## config.mk

```make
export PLATFORM = sky130hd
export DESIGN_NAME = bus_router
export DESIGN_NICKNAME = d
export VERILOG_FILES = /design/src/rtl/mem_ctrl_pkg.sv /design/src/rtl/bus_router.sv
export SDC_FILE = /design/constraint.sdc
export NUM_CORES = 1
export LEC_CHECK = 0
export ABC_AREA = 1
export BUFFER_PORTS_ARGS = -buffer_cell sky130_fd_sc_hd__buf_2
export CAP_MARGIN = 40
export CORE_AREA = 4 4 167 169
export DETAILED_ROUTE_END_ITERATION = 7
export DIE_AREA = 0 0 171 173
export SLEW_MARGIN = 40
export SYNTH_ARGS = -nofsm -noshare
export SYNTH_HDL_FRONTEND = slang
export SYNTH_SLANG_ARGS = --single-unit
```

## constraint.sdc

```tcl
create_clock -name vclk -period 3.5
set_input_delay 0.35 -clock vclk [all_inputs]
set_output_delay 0.35 -clock vclk [all_outputs]
set_load 0.005 [all_outputs]
```

## src/rtl/mem_ctrl_pkg.sv

```systemverilog
package mem_ctrl_pkg;

  localparam int WORD_W = 32;

  typedef logic [WORD_W-1:0] word_t;

  // word addressed, low two address bits dropped
  localparam int RAM_DEPTH = 256;
  localparam int RAM_AW = $clog2(RAM_DEPTH);

  // busy cycles before access
  localparam int RAM_LAT = 2;
  localparam int LAT_W = $clog2(RAM_LAT + 1);
  localparam logic [LAT_W-1:0] LAT_LOAD = LAT_W'(RAM_LAT - 1);

  typedef enum logic [1:0] {
    FREE,
    BUSY,
    ACCESS,
    ERROR
  } ramstate_t;

  typedef enum logic [3:0] {
    IDLE,
    ARBITER,
    SNOOP,
    WRITE_BACK_0,
    WRITE_BACK_1,
    FETCH_CACHE_0,
    FETCH_CACHE_1,
    MISS_0,
    MISS_1,
    EVICTION,
    HALT
  } cc_state_t;

endpackage

```

## src/rtl/bus_router.sv

```systemverilog
`timescale 1ns/1ps

module bus_router (
  input  logic                      active,
  input  logic                      active_core,
  input  logic                      ccdataready,
  input  logic                      ccmemtransfer,
  input  mem_ctrl_pkg::cc_state_t   cc_state,
  input  logic [1:0]                dREN,
  input  logic [1:0]                dWEN,
  input  logic [1:0]                iREN,
  input  mem_ctrl_pkg::word_t       daddr [2],
  input  mem_ctrl_pkg::word_t       iaddr [2],
  input  mem_ctrl_pkg::word_t       dstore [2],
  input  mem_ctrl_pkg::word_t       ramload,
  input  mem_ctrl_pkg::ramstate_t   ramstate,
  output logic [1:0]                iwait,
  output logic [1:0]                dwait,
  output mem_ctrl_pkg::word_t       iload [2],
  output mem_ctrl_pkg::word_t       dload [2],
  output logic                      ramREN,
  output logic                      ramWEN,
  output mem_ctrl_pkg::word_t       ramaddr,
  output mem_ctrl_pkg::word_t       ramstore
);

  logic peer;
  logic fetch_core;
  logic data_req;
  logic ram_phase;
  logic ram_ready;

  assign peer      = ~active_core;
  assign data_req  = dREN[active_core] | dWEN[active_core];
  assign ram_ready = (ramstate == mem_ctrl_pkg::ACCESS);

  // states in which the owner's data request may use the RAM
  assign ram_phase = cc_state inside {mem_ctrl_pkg::MISS_0, mem_ctrl_pkg::WRITE_BACK_0,
                                      mem_ctrl_pkg::EVICTION, mem_ctrl_pkg::HALT};

  // same ownership rule the FSM applies in IDLE, without its cycle of delay
  assign fetch_core = iREN[active_core] ? active_core : peer;

  always_comb begin
    iwait    = '1;
    dwait    = '1;
    iload[0] = ramload;
    iload[1] = ramload;
    dload[0] = ramload;
    dload[1] = ramload;
    ramREN   = 1'b0;
    ramWEN   = 1'b0;
    ramaddr  = '0;
    ramstore = '0;

    if (active) begin
      if (ccdataready && data_req) begin
        // cache to cache, RAM untouched
        dload[active_core] = dstore[peer];
        dwait[active_core] = 1'b0;
      end else if (ram_phase && data_req) begin
        ramaddr = daddr[active_core];
        if (ccmemtransfer) begin
          // modified peer word goes to RAM and to the requester
          ramWEN             = 1'b1;
          ramstore           = dstore[peer];
          dload[active_core] = dstore[peer];
        end else begin
          ramREN   = dREN[active_core];
          ramWEN   = ~dREN[active_core];
          ramstore = dstore[active_core];
        end
        dwait[active_core] = ~ram_ready;
      end
    end else if (iREN[fetch_core]) begin
      ramREN            = 1'b1;
      ramaddr           = iaddr[fetch_core];
      iwait[fetch_core] = ~ram_ready;
    end
  end

endmodule

```

==> qor.yml, run 1 <==
initial_core_util_pct: 24.4
ant_nets: 0
hold_viol_final: 0
period_share_pct: 72.0
crit_start: "ccmemtransfer"
combPwrFrac_pct: 100.0
setup_tns_ns: 0
num_vias: 9833
n_clock_buffer: 0
required_ns: 3.15
hpwlAfterDp_mm: 22.4
netlist_instances: 1397
coreArea_sq_mm: 0.0266
slew_headroom_pct: 43.8
syn_area_per_cell_sq_um: 4.63
period_minus_slack_ns: 2.52
tightest_slew_ns: 0.844
place_area_sq_mm: 0.00818
die_w_microns: 171
track_usage_pct: 18.3
seq_area_frac_synth_pct: 0
gp_congestion: 0.903
utilization_pct: 30.8
first_iter_violations: 880
grt_max_degree: 129
regArea_sq_um: 0
critPathCaptureType: "primary output"
holdPathEnd: "iload[28]"
dieHeight_microns: 173
finalPower_uw: 1190
design_area_sq_mm: 0.00818
syn_area_sq_mm: 0.00647
drt-vias-per-instance: 4.84
dieArea_sq_mm: 0.0296
grt-ovfl-total: 0
placed_cells: 2030
cp.arrival_ns: 2.17
ios: 438
drv_slew: 0
p_sw_uw: 726
design.seq.count: 0
p_leak_uw: 0.00573
status: "finished, final reports clean"
synth.distinct_cells: 23
clockPowerShare_pct: 0
min_from: "ramload[28]"
final_layout_size_suffix_gt1_share_pct: 27.9
final_cells: 2031
powerDensity_mw_per_mm2: 145
drv_cap: 0
path_max_fanout: 37
seq_power_share_pct: 0
grt_pass1_wl_mm: 45.6
critPathKind: "input port to primary output"
wl_mm: 29.7
post_cts_resized: 0
grt_pass1_vias: 8884
worstSetupStartpointType: "input port"
antenna_found_initial: 1
first_pass_iters: 5
post_cts_buffers: 0
setup_viol: 0
io_buffer_count: 438
rsz0062_at_grt: "false"
post-route-drc-count: 0
multiInputGateArea_sq_mm: 0.00474
vdd_ir_drop_max_mv: 0.102
switching_share_pct: 61.3
area_delta_synth_final_pct: 26.4
synth_nets: 1637
intPower_uw: 459
nFillCells: 3151
wl_per_cell_microns: 14.6
hold_depth: 2
yosysWarningCount: 0
fin_nets: 1931
row_count: 60
max_freq_mhz: 397
hold_buffers: 0
hp-class: "input port to primary output"
[synthesized netlist by cell type]
library cell  instances  area (sq um)
a22o_1               32           280
buf_1                 5          18.8
o21ai_1               1          5.00
or2_2                 1          6.26
o21ai_2               2          17.5
or2_1                 1          6.26
buf_6                17           191
buf_2                56           280
nand3_2               1          10.0
nor2_1               36           135
nand2_4               3          33.8
a21oi_2               1          8.76
a21oi_1               1          5.00
nor2_2                2          12.5
a22oi_1              32           240
nand3_1             290          1450
clkbuf_1             15          56.3
o21ai_0              32           160
buf_4                71           533
nand2_1             623          2340
inv_2                 2          7.51
xnor2_4               1          27.5
inv_1               172           646
[worst max path at each step]
stage / cells after the start / to
after global placement: 6 / ramstore[14]
after global routing: 6 / ramstore[14]
after floorplan: 10 / dload[15]
final: 9 / dload[24]
after CTS: 6 / ramstore[14]
after detailed placement: 9 / dload[48]
[layout by cell type, fill, tap and decap left out, drive strengths merged]
cell type and n:
nand2 626, buf 456, inv 174, a21oi 2, xnor2 1, a22oi 32
or2 2, nor2 38, o21ai 35, nand3 291, a22o 32, diode 1
[layout make-up]
type                       instances  share of cell area [%]
antenna                            1                  0.0306
inverter                         174                    7.99
multi-input combinational       1059                    58.0
tap                              341                    5.22
timing repair buffer             456                    28.8
[kinds of logic (layout without fill, tap and decap cells)]
family	after synthesis	in the layout	share of synthesized area [%]
buffers and inverters	338	630	26.8
AND/OR/NAND/NOR	957	957	61.7
other	0	1	0
XOR/XNOR	1	1	0.425
AO/OA/AOI/OAI	101	101	11.1
[critical path: stages]
cell and delay [ns]:
buf_2 0.59, buf_4 0.54, nand3_1 0.15, nand2_1 0.09, nand3_1 0.06, nand3_1 0.11, nand2_1 0.07, nand2_1 0.06
buf_2 0.11
[routing by layer]
layer	part of all wire (%)	vias up	global-route usage [%]	routed length, microns
met4	1.2	0	2.48	355
met5	0	-	0	0
met2	47	457	31.8	14000
met3	7.0	39	1.19	2100
met1	45	4413	25.4	13300
li1	-	4924	-	-
[power groups by stage]
stage / combinational [uW] / sequential (uW) / clock (uW)
CTS: 1190 / 0 / 0
finish: 1190 / 0 / 0.0000383
detailed placement: 1180 / 0 / 0
global route: 1340 / 0 / 0.0000383
floorplan: 766 / 0 / 0
global placement: 1180 / 0 / 0
[per-stage QoR]
step | hold WS, ns | setup slack, ns
detailed placement | 0.945 | 0.931
global placement | 0.946 | 0.939
floorplan | 0.781 | 1.84
global route | 0.960 | 0.742
finish | 0.943 | 0.980
CTS | 0.947 | 0.926
No activity file was read; power rests on OpenSTA's default activity.
==> run 2: changes to the inputs <==
Clock period 3.5 ns to 2 ns, I/O delays scaled along.
==> run 2 against run 1 <==
Die area unchanged; worst setup slack got worse by 0.82 ns; total power rose by 86%; combinational power grew 86%; flip-flop and latch count did not move; critical path depth up 4; via count is 1.7% higher; routed wire length is 2.9% higher; largest power group unchanged; highest routed layer unchanged.
==> qor.yml, run 2 (synthesis gave the netlist of run 1 again) <==
status: "finished, final reports clean"
ant_nets: 0  # unchanged
crit_buf_inv: 6  # +3
cp_common_cell: "nand2_1"
hold_viol_final: 0  # unchanged
finalPower_uw: 2210  # +86%
final_layout_size_suffix_gt1_share_pct: 28.6  # +0.70 points
crit_family: "buffers and inverters"
required_ns: 1.80  # -1.35 ns
wl_per_cell_microns: 14.9  # +2.0%
io_buffer_count: 438  # unchanged
first_iter_violations: 774  # -12%
vdd_ir_drop_max_mv: 0.102  # -0.13%
setup_viol: 0  # unchanged
post-route-drc-count: 0  # unchanged
regArea_sq_um: 0  # unchanged
dieArea_sq_mm: 0.0296  # unchanged
slew_headroom_pct: 50.1  # +6.4 points
cp_num_cells: 13  # +4
first_pass_iters: 8  # +3
grt-ovfl-total: 0  # unchanged
critPathCaptureType: "primary output"
ios: 438  # unchanged
path_max_fanout: 33  # -11%
grt_pass1_vias: 9120  # +2.7%
hp-class: "input port to primary output"
holdWs_ns: 0.648  # -0.296 ns
p_leak_uw: 0.00591  # +3.0%
area_delta_synth_final_pct: 32.1
powerDensity_mw_per_mm2: 259  # +78%
period_minus_slack_ns: 1.84
max_freq_mhz: 545
hold_buffers: 0  # unchanged
wl_mm: 30.6  # +2.9%
setup_tns_ns: 0  # unchanged
row_count: 60  # unchanged
drv_cap: 0  # unchanged
track_usage_pct: 18.9  # +0.56 points
grt_max_degree: 73  # -43%
post_cts_resized: 0  # unchanged
grt_pass1_wl_mm: 47.1  # +3.2%
drv_slew: 0  # unchanged
place_area_sq_mm: 0.00855  # +4.6%
final_cells: 2049  # +0.89%
antenna_found_initial: 1  # unchanged
worstSetupStartpointType: "input port"
dieHeight_microns: 173  # unchanged
tightest_slew_ns: 0.747  # -0.0965 ns
design.seq.count: 0  # unchanged
rsz0062_at_grt: "false"
cp.arrival_ns: 1.64  # -0.53 ns
gp_congestion: 0.919  # +1.7%
layout_common_cells: "nand2_1, buf_2, nand3_1"
period_share_pct: 91.8
critPathKind: "input port to primary output"
coreArea_sq_mm: 0.0266  # unchanged
n_clock_buffer: 0  # unchanged
placed_cells: 2048  # +0.89%
nFillCells: 3064  # -2.8%
path_cells: "buf_2 -> inv_1 -> nand2_1 -> nand2_1 -> nor2_4 -> nand2_4 -> buf_12 -> inv_2 -> buf_12 -> nand2_1 -> nand2_1 -> nand2_1 -> buf_2"
die_w_microns: 171  # unchanged
post_cts_buffers: 0  # unchanged
layout_commonest_cell: "nand2_1"
crit_start: "cc_state[0]"
fin_nets: 1949  # +0.93%
design_area_sq_mm: 0.00855  # +4.6%
crit_end: "dwait[1]"
initial_core_util_pct: 24.4  # unchanged
drt-vias-per-instance: 4.88  # +0.79%
critPathMaxStageDelay_ns: 0.21  # -0.38 ns
hpwlAfterDp_mm: 23.8  # +6.5%
num_vias: 9999  # +1.7%
worst_path_max_delay_cell: "nor2_4"
-- run 2: how the worst min path moves through the flow --
stage	startpoint	endpoint	slack, ns	cells after the start
after floorplan	ramload[0]	iload[0]	0.48	1
after global placement	ramload[25]	iload[25]	0.64	2
after detailed placement	ramload[28]	iload[60]	0.65	2
after CTS	ramload[25]	iload[25]	0.65	2
after global routing	ramload[1]	iload[1]	0.66	2
final	ramload[28]	iload[60]	0.65	2
-- run 2: layer usage --
| layer | share of wire, % | GRT usage [%] |
|---|---|---|
| met1 | 45 | 26.7 |
| met2 | 46 | 32.2 |
| met3 | 6.9 | 0.732 |
| met4 | 1.3 | 3.10 |
| met5 | 0 | 0 |
-- run 2: through the flow --
stage,setup WS (ns),utilization [%]
after global routing,0.0358,32.2
final,0.164,32.2
after CTS,0.132,32.2
after floorplan,0.640,-
after detailed placement,0.143,32.2
after global placement,0.140,32.2
-- run 2: layout make-up --
cell class                 instances  area (sq um)  area share, %
timing repair buffer             474          2730           31.9
tap                              341           427           4.99
multi-input combinational       1059          4740           55.5
inverter                         174           653           7.64
antenna                            1          2.50         0.0293
-- run 2: where the power goes --
group,internal [uW],switching [uW]
registers,0,0
logic,903,1310
clock network,0.0000671,0
==> run 3: changes to the inputs <==
Settings changed: BUFFER_PORTS_ARGS -buffer_cell sky130_fd_sc_hd__buf_2 to unset, DONT_BUFFER_PORTS set to 1.
Clock period 2 ns to 2.1 ns, I/O delays scaled along.
==> run 3 against run 2 <==
Cell count is 22% lower; die area stayed put; combinational power is 38% lower; worst hold slack worse by 0.23 ns; flip-flop and latch count stayed put; routed wire length is 5.8% lower.
==> qor.yml, run 3 (synthesis gave the netlist of run 1 again) <==
status: "finished, final reports clean"
coreArea_sq_mm: 0.0266  # unchanged
num_vias: 8505  # -15%
post_cts_resized: 0  # unchanged
wl_per_cell_microns: 18.0  # +21%
critPathKind: "input port to primary output"
required_ns: 1.89  # +0.09 ns
dieHeight_microns: 173  # unchanged
post_cts_buffers: 0  # unchanged
period_share_pct: 86.0
area_delta_synth_final_pct: -6.07
intPower_uw: 458  # -49%
min_from: "ramload[28]"
fin_nets: 1502  # -23%
grt_pass1_wl_mm: 43.8  # -7.0%
die_w_microns: 171  # unchanged
ant_nets: 0  # unchanged
hpwlAfterDp_mm: 21.8  # -8.6%
hold_buffers: 0  # unchanged
slew_headroom_pct: 52.1  # +2.0 points
track_usage_pct: 17.9  # -0.96 points
period_minus_slack_ns: 1.81
nFillCells: 3172  # +3.5%
drt-vias-per-instance: 5.31  # +8.8%
ios: 438  # unchanged
regArea_sq_um: 0  # unchanged
utilization_pct: 22.9  # -9.3 points
path_cells: "o21ai_2 -> nand2_4 -> nand2_4 -> inv_2 -> nand3_2 -> buf_4 -> nor2_1 -> buf_4"
layout_common_cells: "nand2_1, nand3_1, inv_1"
first_iter_violations: 809  # +4.5%
crit_start: "active_core"
dieArea_sq_mm: 0.0296  # unchanged
hold_viol_final: 0  # unchanged
post-route-drc-count: 0  # unchanged
seq_power_share_pct: 0  # unchanged
final_layout_size_suffix_gt1_share_pct: 3.25  # -25 points
setup_tns_ns: 0  # unchanged
crit_buf_inv: 3  # -3
row_count: 60  # unchanged
io_buffer_count: 0  # -100%
wl_mm: 28.8  # -5.8%
tightest_slew_ns: 0.718  # -0.0295 ns
vdd_ir_drop_max_mv: 0.109  # +7.1%
worstSetupStartpointType: "input port"
worst_path_max_delay_cell: "buf_4"
grt-ovfl-total: 0  # unchanged
critPathCaptureType: "primary output"
combPwrFrac_pct: 100.0  # about the same
initial_core_util_pct: 24.4  # unchanged
grt_pass1_vias: 7631  # -16%
switching_share_pct: 66.7  # +7.5 points
powerDensity_mw_per_mm2: 226  # -13%
clockPowerShare_pct: 0  # unchanged
cp.arrival_ns: 1.60  # -0.04 ns
grt_max_degree: 77  # +5.5%
setup_viol: 0  # unchanged
p_leak_uw: 0.00398  # -33%
first_pass_iters: 6  # -2
hp-class: "input port to primary output"
crit_family: "buffers and inverters"
path_max_fanout: 73  # +120%
design.seq.count: 0  # unchanged
n_clock_buffer: 0  # unchanged
max_freq_mhz: 553
gp_congestion: 0.965  # +5.0%
rsz0062_at_grt: "false"
drv_slew: 0  # unchanged
p_sw_uw: 916  # -30%
layout_commonest_cell: "nand2_1"
drv_cap: 0  # unchanged
critPathMaxStageDelay_ns: 0.38  # +0.17 ns
antenna_found_initial: 2  # +1
[run 3: cell count changes in the layout (fill, tap and decap cells not counted)]
| cell | before | now |
|---|---|---|
| buf_2 | 438 | 0 |
| buf_12 | 21 | 2 |
| buf_4 | 15 | 24 |
| buf_16 | 0 | 1 |
| nor2_2 | 1 | 0 |
| nor2_4 | 1 | 2 |
[run 3: area by class of cell]
cell class	instances	area, sq um	share of cell area [%]
repair buffers	27	248	4.08
diodes	1	2.50	0.0412
well taps	341	427	7.02
inverters	174	653	10.7
multi-input cells	1059	4750	78.1
[run 3: path summary, 6_finish.rpt]
kind	end	slack (ns)	depth (start not counted)
worst max-delay path	ramstore[9]	0.29	8
worst min-delay path	iload[60]	0.42	0
[run 3: power groups by stage]
stage | clock network, uW | logic [uW] | registers (uW)
finish | 0.0000639 | 1370 | 0
global route | 0 | 1570 | 0
CTS | 0 | 1360 | 0
detailed placement | 0 | 1360 | 0
global placement | 0 | 1320 | 0
floorplan | 0 | 1280 | 0
[run 3: stage by stage]
step | hold slack [ns] | instances | total power [uW] | setup WS (ns) | cell area [sq um]
2_1_floorplan | 0.501 | 1397 | 1280 | 0.720 | 6470
6_report | 0.420 | 1602 | 1370 | 0.293 | 6080
4_1_cts | 0.420 | 1600 | 1360 | 0.284 | 6050
5_1_grt | 0.420 | 1601 | 1570 | 0.115 | 6080
3_5_place_dp | 0.420 | 1600 | 1360 | 0.286 | 6050
3_3_place_gp | 0.420 | 1600 | 1320 | 0.162 | 6040
[run 3: per-layer routing]
metal / routed length [microns] / GRT usage, %
met1: 12600 / 25.4
met2: 12900 / 28.8
met3: 2690 / 3.04
met4: 576 / 3.17
met5: 13 / 0
