### src/rtl/mem_ctrl_pkg.sv
package mem_ctrl_pkg;

  localparam int WORD_W = 32;

  typedef logic [WORD_W-1:0] word_t;

  // word addressed, low two address bits dropped
  localparam int RAM_DEPTH = 256;
  localparam int RAM_AW = $clog2(RAM_DEPTH);

  // busy cycles before access
  localparam int RAM_LAT = 2;
  localparam int LAT_W = $clog2(RAM_LAT + 1);
  localparam logic [LAT_W-1:0] LAT_LOAD = LAT_W'(RAM_LAT - 1);

  typedef enum logic [1:0] {
    FREE,
    BUSY,
    ACCESS,
    ERROR
  } ramstate_t;

  typedef enum logic [3:0] {
    IDLE,
    ARBITER,
    SNOOP,
    WRITE_BACK_0,
    WRITE_BACK_1,
    FETCH_CACHE_0,
    FETCH_CACHE_1,
    MISS_0,
    MISS_1,
    EVICTION,
    HALT
  } cc_state_t;

endpackage

### src/rtl/coherence_fsm.sv
`timescale 1ns/1ps

module coherence_fsm (
  input  logic                      CLK,
  input  logic                      nRST,
  input  logic [1:0]                halted,
  input  logic [1:0]                flushed,
  input  logic [1:0]                evict,
  input  logic [1:0]                dREN,
  input  logic [1:0]                dWEN,
  input  logic [1:0]                iREN,
  input  mem_ctrl_pkg::word_t       daddr [2],
  input  logic [1:0]                cctrans,
  input  logic [1:0]                ccwrite,
  input  logic [1:0]                dwait,
  output logic                      active,
  output logic                      active_core,
  output logic                      ccdataready,
  output logic                      ccmemtransfer,
  output mem_ctrl_pkg::cc_state_t   cc_state,
  output logic [1:0]                ccwait,
  output mem_ctrl_pkg::word_t       ccsnoopaddr [2],
  output logic [1:0]                ccinv
);

  mem_ctrl_pkg::cc_state_t state;
  mem_ctrl_pkg::cc_state_t next_state;
  mem_ctrl_pkg::cc_state_t snoop_choice;
  logic                    next_core;
  logic                    peer;
  logic [1:0]              dreq;
  logic                    peer_hold;
  logic                    in_xact;

  // halted cores no longer compete for the bus
  assign dreq = (dREN | dWEN) & ~halted;
  assign peer = ~active_core;

  // path once the peer has answered the snoop
  always_comb begin
    if (halted[peer] || !cctrans[peer]) begin
      snoop_choice = mem_ctrl_pkg::MISS_0;
    end else if (ccwrite[peer]) begin
      snoop_choice = mem_ctrl_pkg::WRITE_BACK_0;
    end else begin
      snoop_choice = mem_ctrl_pkg::FETCH_CACHE_0;
    end
  end

  always_comb begin
    next_state = state;
    next_core  = active_core;

    case (state)
      mem_ctrl_pkg::IDLE: begin
        if (halted[0] && !flushed[0]) begin
          next_state = mem_ctrl_pkg::HALT;
          next_core  = 1'b0;
        end else if (halted[1] && !flushed[1]) begin
          next_state = mem_ctrl_pkg::HALT;
          next_core  = 1'b1;
        end else if (|dreq) begin
          next_state = mem_ctrl_pkg::ARBITER;
        end else if (!iREN[active_core] && iREN[peer]) begin
          // fetch ownership moves only when the owner is quiet
          next_core = peer;
        end
      end

      mem_ctrl_pkg::ARBITER: begin
        if (dreq[0]) begin
          next_core  = 1'b0;
          next_state = mem_ctrl_pkg::SNOOP;
        end else if (dreq[1]) begin
          next_core  = 1'b1;
          next_state = mem_ctrl_pkg::SNOOP;
        end else begin
          next_state = mem_ctrl_pkg::IDLE;
        end
      end

      mem_ctrl_pkg::SNOOP: begin
        if (evict[active_core]) begin
          next_state = mem_ctrl_pkg::EVICTION;
        end else begin
          next_state = snoop_choice;
        end
      end

      // victim goes out first, then the snoop result is taken again
      mem_ctrl_pkg::EVICTION: begin
        if (!evict[active_core]) begin
          next_state = snoop_choice;
        end
      end

      mem_ctrl_pkg::WRITE_BACK_0: begin
        if (!dwait[active_core]) begin
          next_state = mem_ctrl_pkg::WRITE_BACK_1;
        end
      end

      mem_ctrl_pkg::WRITE_BACK_1: begin
        next_state = mem_ctrl_pkg::IDLE;
      end

      mem_ctrl_pkg::FETCH_CACHE_0: begin
        next_state = mem_ctrl_pkg::FETCH_CACHE_1;
      end

      mem_ctrl_pkg::FETCH_CACHE_1: begin
        next_state = mem_ctrl_pkg::IDLE;
      end

      mem_ctrl_pkg::MISS_0: begin
        if (!dwait[active_core]) begin
          next_state = mem_ctrl_pkg::MISS_1;
        end
      end

      mem_ctrl_pkg::MISS_1: begin
        next_state = mem_ctrl_pkg::IDLE;
      end

      mem_ctrl_pkg::HALT: begin
        if (flushed[active_core]) begin
          next_state = mem_ctrl_pkg::IDLE;
        end
      end

      default: begin
        next_state = mem_ctrl_pkg::IDLE;
      end
    endcase
  end

  always_ff @(posedge CLK or negedge nRST) begin
    if (!nRST) begin
      state       <= mem_ctrl_pkg::IDLE;
      active_core <= 1'b0;
    end else begin
      state       <= next_state;
      active_core <= next_core;
    end
  end

  // data ownership of the bus
  assign active = state inside {mem_ctrl_pkg::WRITE_BACK_0, mem_ctrl_pkg::FETCH_CACHE_0,
                                mem_ctrl_pkg::FETCH_CACHE_1, mem_ctrl_pkg::MISS_0,
                                mem_ctrl_pkg::EVICTION, mem_ctrl_pkg::HALT};

  assign ccdataready   = (state == mem_ctrl_pkg::FETCH_CACHE_1);
  assign ccmemtransfer = (state == mem_ctrl_pkg::WRITE_BACK_0);
  assign cc_state      = state;

  // peer holds its line and data while it is being snooped
  assign peer_hold = !halted[peer] &&
                     (state inside {mem_ctrl_pkg::SNOOP, mem_ctrl_pkg::EVICTION,
                                    mem_ctrl_pkg::WRITE_BACK_0, mem_ctrl_pkg::WRITE_BACK_1,
                                    mem_ctrl_pkg::FETCH_CACHE_0, mem_ctrl_pkg::FETCH_CACHE_1});

  assign in_xact = state inside {mem_ctrl_pkg::SNOOP, mem_ctrl_pkg::WRITE_BACK_0,
                                 mem_ctrl_pkg::WRITE_BACK_1, mem_ctrl_pkg::FETCH_CACHE_0,
                                 mem_ctrl_pkg::FETCH_CACHE_1, mem_ctrl_pkg::MISS_0,
                                 mem_ctrl_pkg::MISS_1};

  always_comb begin
    ccwait         = '0;
    ccinv          = '0;
    ccsnoopaddr[0] = '0;
    ccsnoopaddr[1] = '0;
    if (peer_hold) begin
      ccwait[peer]      = 1'b1;
      ccsnoopaddr[peer] = daddr[active_core];
    end
    // a write by the owner kills the other copy
    if (in_xact && dWEN[active_core]) begin
      ccinv[peer] = 1'b1;
    end
  end

endmodule

### config.mk
export PLATFORM = sky130hd
export DESIGN_NAME = coherence_fsm
export DESIGN_NICKNAME = d
export VERILOG_FILES = /design/src/rtl/mem_ctrl_pkg.sv /design/src/rtl/coherence_fsm.sv
export SDC_FILE = /design/constraint.sdc
export NUM_CORES = 1
export LEC_CHECK = 0
export ABC_CLOCK_PERIOD_IN_PS = 3800
export BUFFER_PORTS_ARGS = -buffer_cell sky130_fd_sc_hd__buf_2
export CAP_MARGIN = 40
export CORE_UTILIZATION = 35
export CTS_CLUSTER_SIZE = 12
export DETAILED_ROUTE_END_ITERATION = 16
export GPL_ROUTABILITY_DRIVEN = 0
export PLACE_DENSITY = 0.95
export SETUP_SLACK_MARGIN = 0.15
export SYNTH_ARGS = -nofsm -noshare
export SYNTH_HDL_FRONTEND = slang
export SYNTH_SLANG_ARGS = --single-unit
### constraint.sdc
create_clock -name CLK -period 3.8 [get_ports CLK]
set_input_delay 0.38 -clock CLK [delete_from_list [all_inputs] [get_ports CLK]]
set_output_delay 0.38 -clock CLK [all_outputs]
set_load 0.1 [all_outputs]
==> flow_summary_export.csv, run 1 <==
group,metric,value,unit
status,status,"completed",
timing,finalSetupViolCount,0,
power,ir_worst_vdd,617,µV
timing,grt_setup_unrepaired,"false",
placement,placed_area,1990,µm²
floorplan,die_w,61.9,µm
setup_path,cp-end-kind,"output pin",
layout,fillers,322,
synthesis,synthSimpleGateAreaFrac,54.0,%
setup_path,critPathMaxStageDelay,0.73,ns
floorplan,fp-row-count,21,
synthesis,synth_fp_nets,246,
timing,final.setup_skew,0.00364,ns
synthesis,synth_warnings,0,
layout,drive_gt1_share,59.0,%
grt,antenna_found_initial,4,
clock_tree,clk_pin_slew,0.04,ns
grt,overflow,0,
power,powerDensity,959,nW/µm²
detailed_routing,wl_per_cell,12.9,µm
job,maxCapViolations,0,
clock_tree,cts_tree,"built",
setup_path,reg2reg_depth,4,
setup_path,crit_start,"cc_state[0]",
detailed_routing,viasPerCell,4.68,
timing,maxSlewHeadroom,46.1,%
synthesis,ys_seq_area_share,9.95,%
floorplan,core_area,3390,µm²
clock_tree,cts_buffers,3,
setup_path,cp_slowest_cell,"dfrtp_1",
setup_path,r2r-start,"active_core",
synthesis,syn_avg_cell_area,7.76,µm²
setup_path,cp_max_fo,33,
floorplan,num_io_pins,160,
synthesis,synth_compound_area_share,16.5,%
clock_tree,clkSinkCount,5,
setup_path,reg2reg_slack,1.65,ns
setup_path,path_class,"register to output pin",
timing,final-hold-violation-count,0,
detailed_routing,ant_nets,0,
synthesis,ys_ff_latch,5,
synthesis,syn_area,1260,µm²
setup_path,crit_end,"ccsnoopaddr[45]",
placement,dp_hpwl,4060,µm
layout,nets,397,
layout,syn2layout_area_growth,62.3,%
setup_path,r2r_end,"cc_state[0]",
synthesis,syn_inst,162,
setup_path,start_kind,"register",
placement,io_buffers,159,
grt,grt_pass1_wl,6090,µm
detailed_routing,drc_errors,0,
clock_tree,post_cts_buffers,0,
timing,finalCriticalPeriod,3.08,ns
detailed_routing,route.vias.total,1693,
clock_tree,root_buffer,"clkbuf_4",
timing,drv_slew,0,
floorplan,dieArea,3840,µm²
floorplan,start_util,37.1,%
setup_path,worstPathCellList,"and2b_4 -> a22oi_4 -> nor3b_4 -> and2_1 -> buf_2",
floorplan,die_h,61.9,µm
clock_tree,clock_path_buffers,2,
setup_path,worstPathArrival,2.70,ns
grt,gr-usage-all-layers,21.6,%
grt,grt_max_degree,34,
timing,final.period_utilization,81.2,%
synthesis,synth_cell_type_count,47,
detailed_routing,routed_wl,4670,µm
timing,worst_pin_slew,0.808,ns
clock_tree,cts_htree_levels,1,
timing,fmax,324,MHz
clock_tree,clkLatencyLatePin,0.24,ns
grt,grt_pass1_vias,1322,
detailed_routing,drt_iter0_drc,56,
synthesis,synth_top_family_by_area,"simple AND/OR/NAND/NOR gates",
hold_path,min_path_type,"primary input to async pin",
layout,finalInstanceArea,2040,µm²
timing,fin_setup_tns,0,ns
power,p_leak,1.25,nW
synthesis,synth_fa_ha_area_share,0,%
detailed_routing,dr.pass1.iters,4,
synthesis,synthXorXnorAreaFrac,0.697,%
setup_path,required,3.42,ns
synthesis,synth.area.mux_share,8.26,%
[synthesized netlist by cell type, drive strengths merged]
cell type   n  share of area, %
and3b       2               1.4
a31o        1              0.70
xor2        1              0.70
or4         1              0.90
nor4        2               1.5
mux2i       2               2.6
and2b       3               2.3
clkbuf      1              0.30
o21a        1              0.70
o21ai       7               2.8
nor3b       2               2.1
mux2        6               5.7
a21o        1              0.60
a21oi       6               2.4
a22oi       1               1.7
and2       64                32
a211o       1              0.70
nor3        6               3.7
dfrtp       5                10
a32oi       1              0.70
nor2        9               2.7
and3        3               1.5
o22ai       2               2.0
a32o        1              0.80
inv         3              0.90
nand2       6               2.0
or2         1              0.50
a221oi      3               2.6
nor2b       3               2.1
buf        13               9.4
nand3b      1              0.60
o21bai      1              0.90
nand2b      2              0.99
[cell usage in the layout (no fill, tap or decap), drive strengths merged, types with 2 or more instances in the layout]
| cell | Yosys | routed |
|---|---|---|
| nor2 | 9 | 9 |
| and2b | 3 | 3 |
| a21oi | 6 | 6 |
| and2 | 64 | 64 |
| and3b | 2 | 2 |
| buf | 13 | 159 |
| nor2b | 3 | 3 |
| nor3b | 2 | 2 |
| and3 | 3 | 3 |
| mux2i | 2 | 2 |
| a221oi | 3 | 3 |
| dfrtp | 5 | 5 |
| nor4 | 2 | 2 |
| o22ai | 2 | 2 |
| o21ai | 7 | 7 |
| diode | 0 | 4 |
| nor3 | 6 | 6 |
| nand2b | 2 | 2 |
| nand2 | 6 | 6 |
| mux2 | 6 | 6 |
| inv | 3 | 3 |
| clkbuf | 1 | 4 |
[cells by family after synthesis]
group	after synthesis
simple gates	105
compound gates	26
buf+inv	17
xor+xnor	1
flops	5
mux	8
[metal layers]
metal	vias to the layer above	track usage (%)	routed length (µm)
met1	731	27.3	1830
li1	853	-	-
met2	99	33.3	2170
met3	8	9.73	599
met5	-	0	10
met4	2	5.71	59
[report_power, final]
| group | internal [mW] | switching (mW) |
|---|---|---|
| clock network | 0.0396 | 0.0197 |
| logic | 0.369 | 1.34 |
| registers | 0.0753 | 0.110 |
[what timing repair did]
item / in CTS / in global routing
gates resized for setup: 0 / 0
hold buffers: 1 / 0
endpoints found under the hold margin: 5 / 0
[worst max-delay path, delay by kind of cell (launching register included)]
kind / cells / cell delay (ns)
buf+inv: 1 / 0.42
simple gates: 3 / 1.21
flops: 1 / 0.73
compound gates: 1 / 0.10
[layout make-up]
type	instances	area (µm²)	share of cell area, %
Antenna cell	4	10.0	0.490
Inverter	3	11.3	0.552
Multi-Input combinational cell	140	1000	49.2
Clock buffer	4	26.3	1.29
Timing Repair Buffer	160	806	39.5
Tap cell	46	57.6	2.82
Sequential cell	5	125	6.13
[metrics by stage]
stage          power [mW]  worst slack, ns  cells  hold slack [ns]  utilization (%)
6_report             1.96            0.716    362            0.484             60.2
5_1_grt              2.06            0.485    360            0.481             60.1
4_1_cts              1.96            0.713    358            0.470             59.9
3_5_place_dp         1.90            0.973    353            0.196             58.8
3_3_place_gp         1.87             1.04    353            0.194             58.8
2_1_floorplan        1.71            0.460    162           0.0844                -
[registers in the layout (all words and copies together) (netlist names)]
signal / count
active_core: 1
cc_state: 4
[worst min path at each step]
stage	cells after the start	slack [ns]	endpoint
floorplan	0	0.08	active_core
global placement	1	0.19	active_core
detailed placement	1	0.20	active_core
CTS	2	0.47	cc_state[1]
global route	2	0.48	cc_state[3]
finish	2	0.48	cc_state[1]
(Power assumes the default switching activity.)
==> run 2, diff against run 1 <==
--- a/config.mk
+++ b/config.mk
@@ -5,14 +5,14 @@
 export SDC_FILE = /design/constraint.sdc
 export NUM_CORES = 1
 export LEC_CHECK = 0
-export ABC_CLOCK_PERIOD_IN_PS = 3800
+export ABC_CLOCK_PERIOD_IN_PS = 2500
 export BUFFER_PORTS_ARGS = -buffer_cell sky130_fd_sc_hd__buf_2
 export CAP_MARGIN = 40
-export CORE_UTILIZATION = 35
+export CORE_UTILIZATION = 29
 export CTS_CLUSTER_SIZE = 12
 export DETAILED_ROUTE_END_ITERATION = 16
 export GPL_ROUTABILITY_DRIVEN = 0
-export PLACE_DENSITY = 0.95
+export PLACE_DENSITY = 0.85
 export SETUP_SLACK_MARGIN = 0.15
 export SYNTH_ARGS = -nofsm -noshare
 export SYNTH_HDL_FRONTEND = slang
==> constraint.sdc (replaced) <==
create_clock -name CLK -period 2.5 [get_ports CLK]
set_input_delay 0.25 -clock CLK [delete_from_list [all_inputs] [get_ports CLK]]
set_output_delay 0.25 -clock CLK [all_outputs]
set_load 0.1 [all_outputs]
==> flow_summary_export.csv, run 2 (synthesis results as in run 1) <==
group,metric,value,unit
setup_path,path_class,"register to output pin",
detailed_routing,wl_per_cell,16.9,µm
placement,io_buffers,159,
hold_path,min_path_type,"primary input to async pin",
detailed_routing,dr.pass1.iters,4,
detailed_routing,routed_wl,6180,µm
grt,overflow,0,
clock_tree,cts_tree,"built",
timing,drv_slew,0,
floorplan,core_area,4090,µm²
clock_tree,cts_htree_levels,1,
clock_tree,clkLatencyLatePin,0.22,ns
layout,largest_reg_flops,4,
setup_path,cp-end-kind,"output pin",
clock_tree,post_cts_buffers,0,
timing,maxSlewHeadroom,67.6,%
grt,antenna_found_initial,0,
clock_tree,clkSinkCount,5,
grt,grt_pass1_vias,1719,
grt,grt_max_degree,34,
timing,final-hold-violation-count,0,
layout,layout_commonest_cell,"buf_2",
detailed_routing,drc_errors,0,
power,p_leak,1.52,nW
placement,dp_hpwl,5490,µm
layout,nets,401,
clock_tree,clock_path_buffers,2,
timing,worst_pin_slew,0.482,ns
floorplan,num_io_pins,160,
timing,grt_setup_unrepaired,"false",
clock_tree,clk_pin_slew,0.03,ns
floorplan,dieArea,4600,µm²
placement,dp_slack,0.434,ns
layout,most-common-layout-cells,"buf_2 (93), buf_12 (66), and2_2 (46)",
setup_path,worstPathArrival,2.00,ns
layout,syn2layout_area_growth,156,%
grt,gr-usage-all-layers,25.8,%
status,status,"completed",
job,maxCapViolations,0,
layout,fillers,232,
floorplan,fp-row-count,23,
timing,fin_setup_tns,0,ns
setup_path,cp_max_fo,33,
floorplan,start_util,30.8,%
power,powerDensity,1190,nW/µm²
detailed_routing,drt_iter0_drc,61,
detailed_routing,route.vias.total,1787,
timing,fmax,444,MHz
floorplan,die_w,67.9,µm
layout,drive_gt1_share,81.6,%
floorplan,die_h,67.9,µm
timing,fin_ws,0.249,ns
detailed_routing,ant_nets,0,
timing,finalSetupViolCount,0,
setup_path,required,2.25,ns
detailed_routing,viasPerCell,4.88,
layout,insertedDiodeCount,0,
grt,grt_pass1_wl,8640,µm
timing,finalCriticalPeriod,2.25,ns
clock_tree,root_buffer,"clkbuf_8",
timing,final.setup_skew,0.00131,ns
power,ir_worst_vdd,793,µV
setup_path,start_kind,"register",
timing,final.period_utilization,90.0,%
clock_tree,cts_buffers,3,
[run 2: changes by cell type in the layout (fill, tap and decap cells not counted), sizes merged]
cell | previous run | this run
diode | 4 | 0
buf | 159 | 163
[run 2: final cells by class]
cell class / instances / area [µm²] / area share [%]
clock buffers: 4 / 45.0 / 1.40
inverters: 3 / 11.3 / 0.350
multi-input cells: 140 / 1120 / 34.9
flip-flops and latches: 5 / 136 / 4.24
well taps: 50 / 62.6 / 1.95
repair buffers: 164 / 1840 / 57.2
[run 2: layer usage]
layer / track usage, % / vias up / wire length (µm)
met3: 6.17 / 14 / 550
met4: 8.33 / 0 / 125
li1: - / 853 / -
met1: 27.2 / 816 / 1980
met5: 0 / - / 0
met2: 49.4 / 104 / 3520
[run 2: stage by stage]
step	instances	utilization, %	hold WS, ns	area [µm²]	power, mW
after floorplan	162	-	-0.0456	1390	2.70
after global placement	360	76.9	0.0630	3140	3.56
after detailed placement	361	77.2	0.0653	3160	3.65
after CTS	366	78.6	0.373	3210	3.81
after global routing	366	78.7	0.395	3210	3.94
final	366	78.7	0.360	3210	3.81
[run 2: report_power, final]
part | switching (mW) | total [mW] | internal, mW
clock | 0.0378 | 0.147 | 0.109
sequential | 0.103 | 0.232 | 0.129
combinational | 2.28 | 3.43 | 1.15
[run 2: critical path, cell delays in order, from the launching register on]
cell and delay (ns):
dfrtp_4 0.57, mux2_4 0.35, a22oi_4 0.20, nor3b_4 0.07
buf_6 0.18, and2_2 0.24, buf_12 0.17
[run 2: final timing paths]
check	start	endpoint	slack, ns	depth (start not counted)
setup / recovery	cc_state[2]	ccsnoopaddr[38]	0.25	6
hold / removal	nRST	cc_state[0]	0.36	2
setup reg to reg	active_core	cc_state[1]	0.59	4
hold reg to reg	cc_state[1]	cc_state[1]	0.77	2
max in group asynchronous	nRST	cc_state[2]	2.00	2
min in group CLK	flushed[0]	cc_state[3]	0.57	5
[run 2: what timing repair did]
action,in CTS,in global routing
gates resized for setup,0,1
endpoints found under the setup margin,0,2
hold endpoints to repair,5,0
hold buffers,1,0
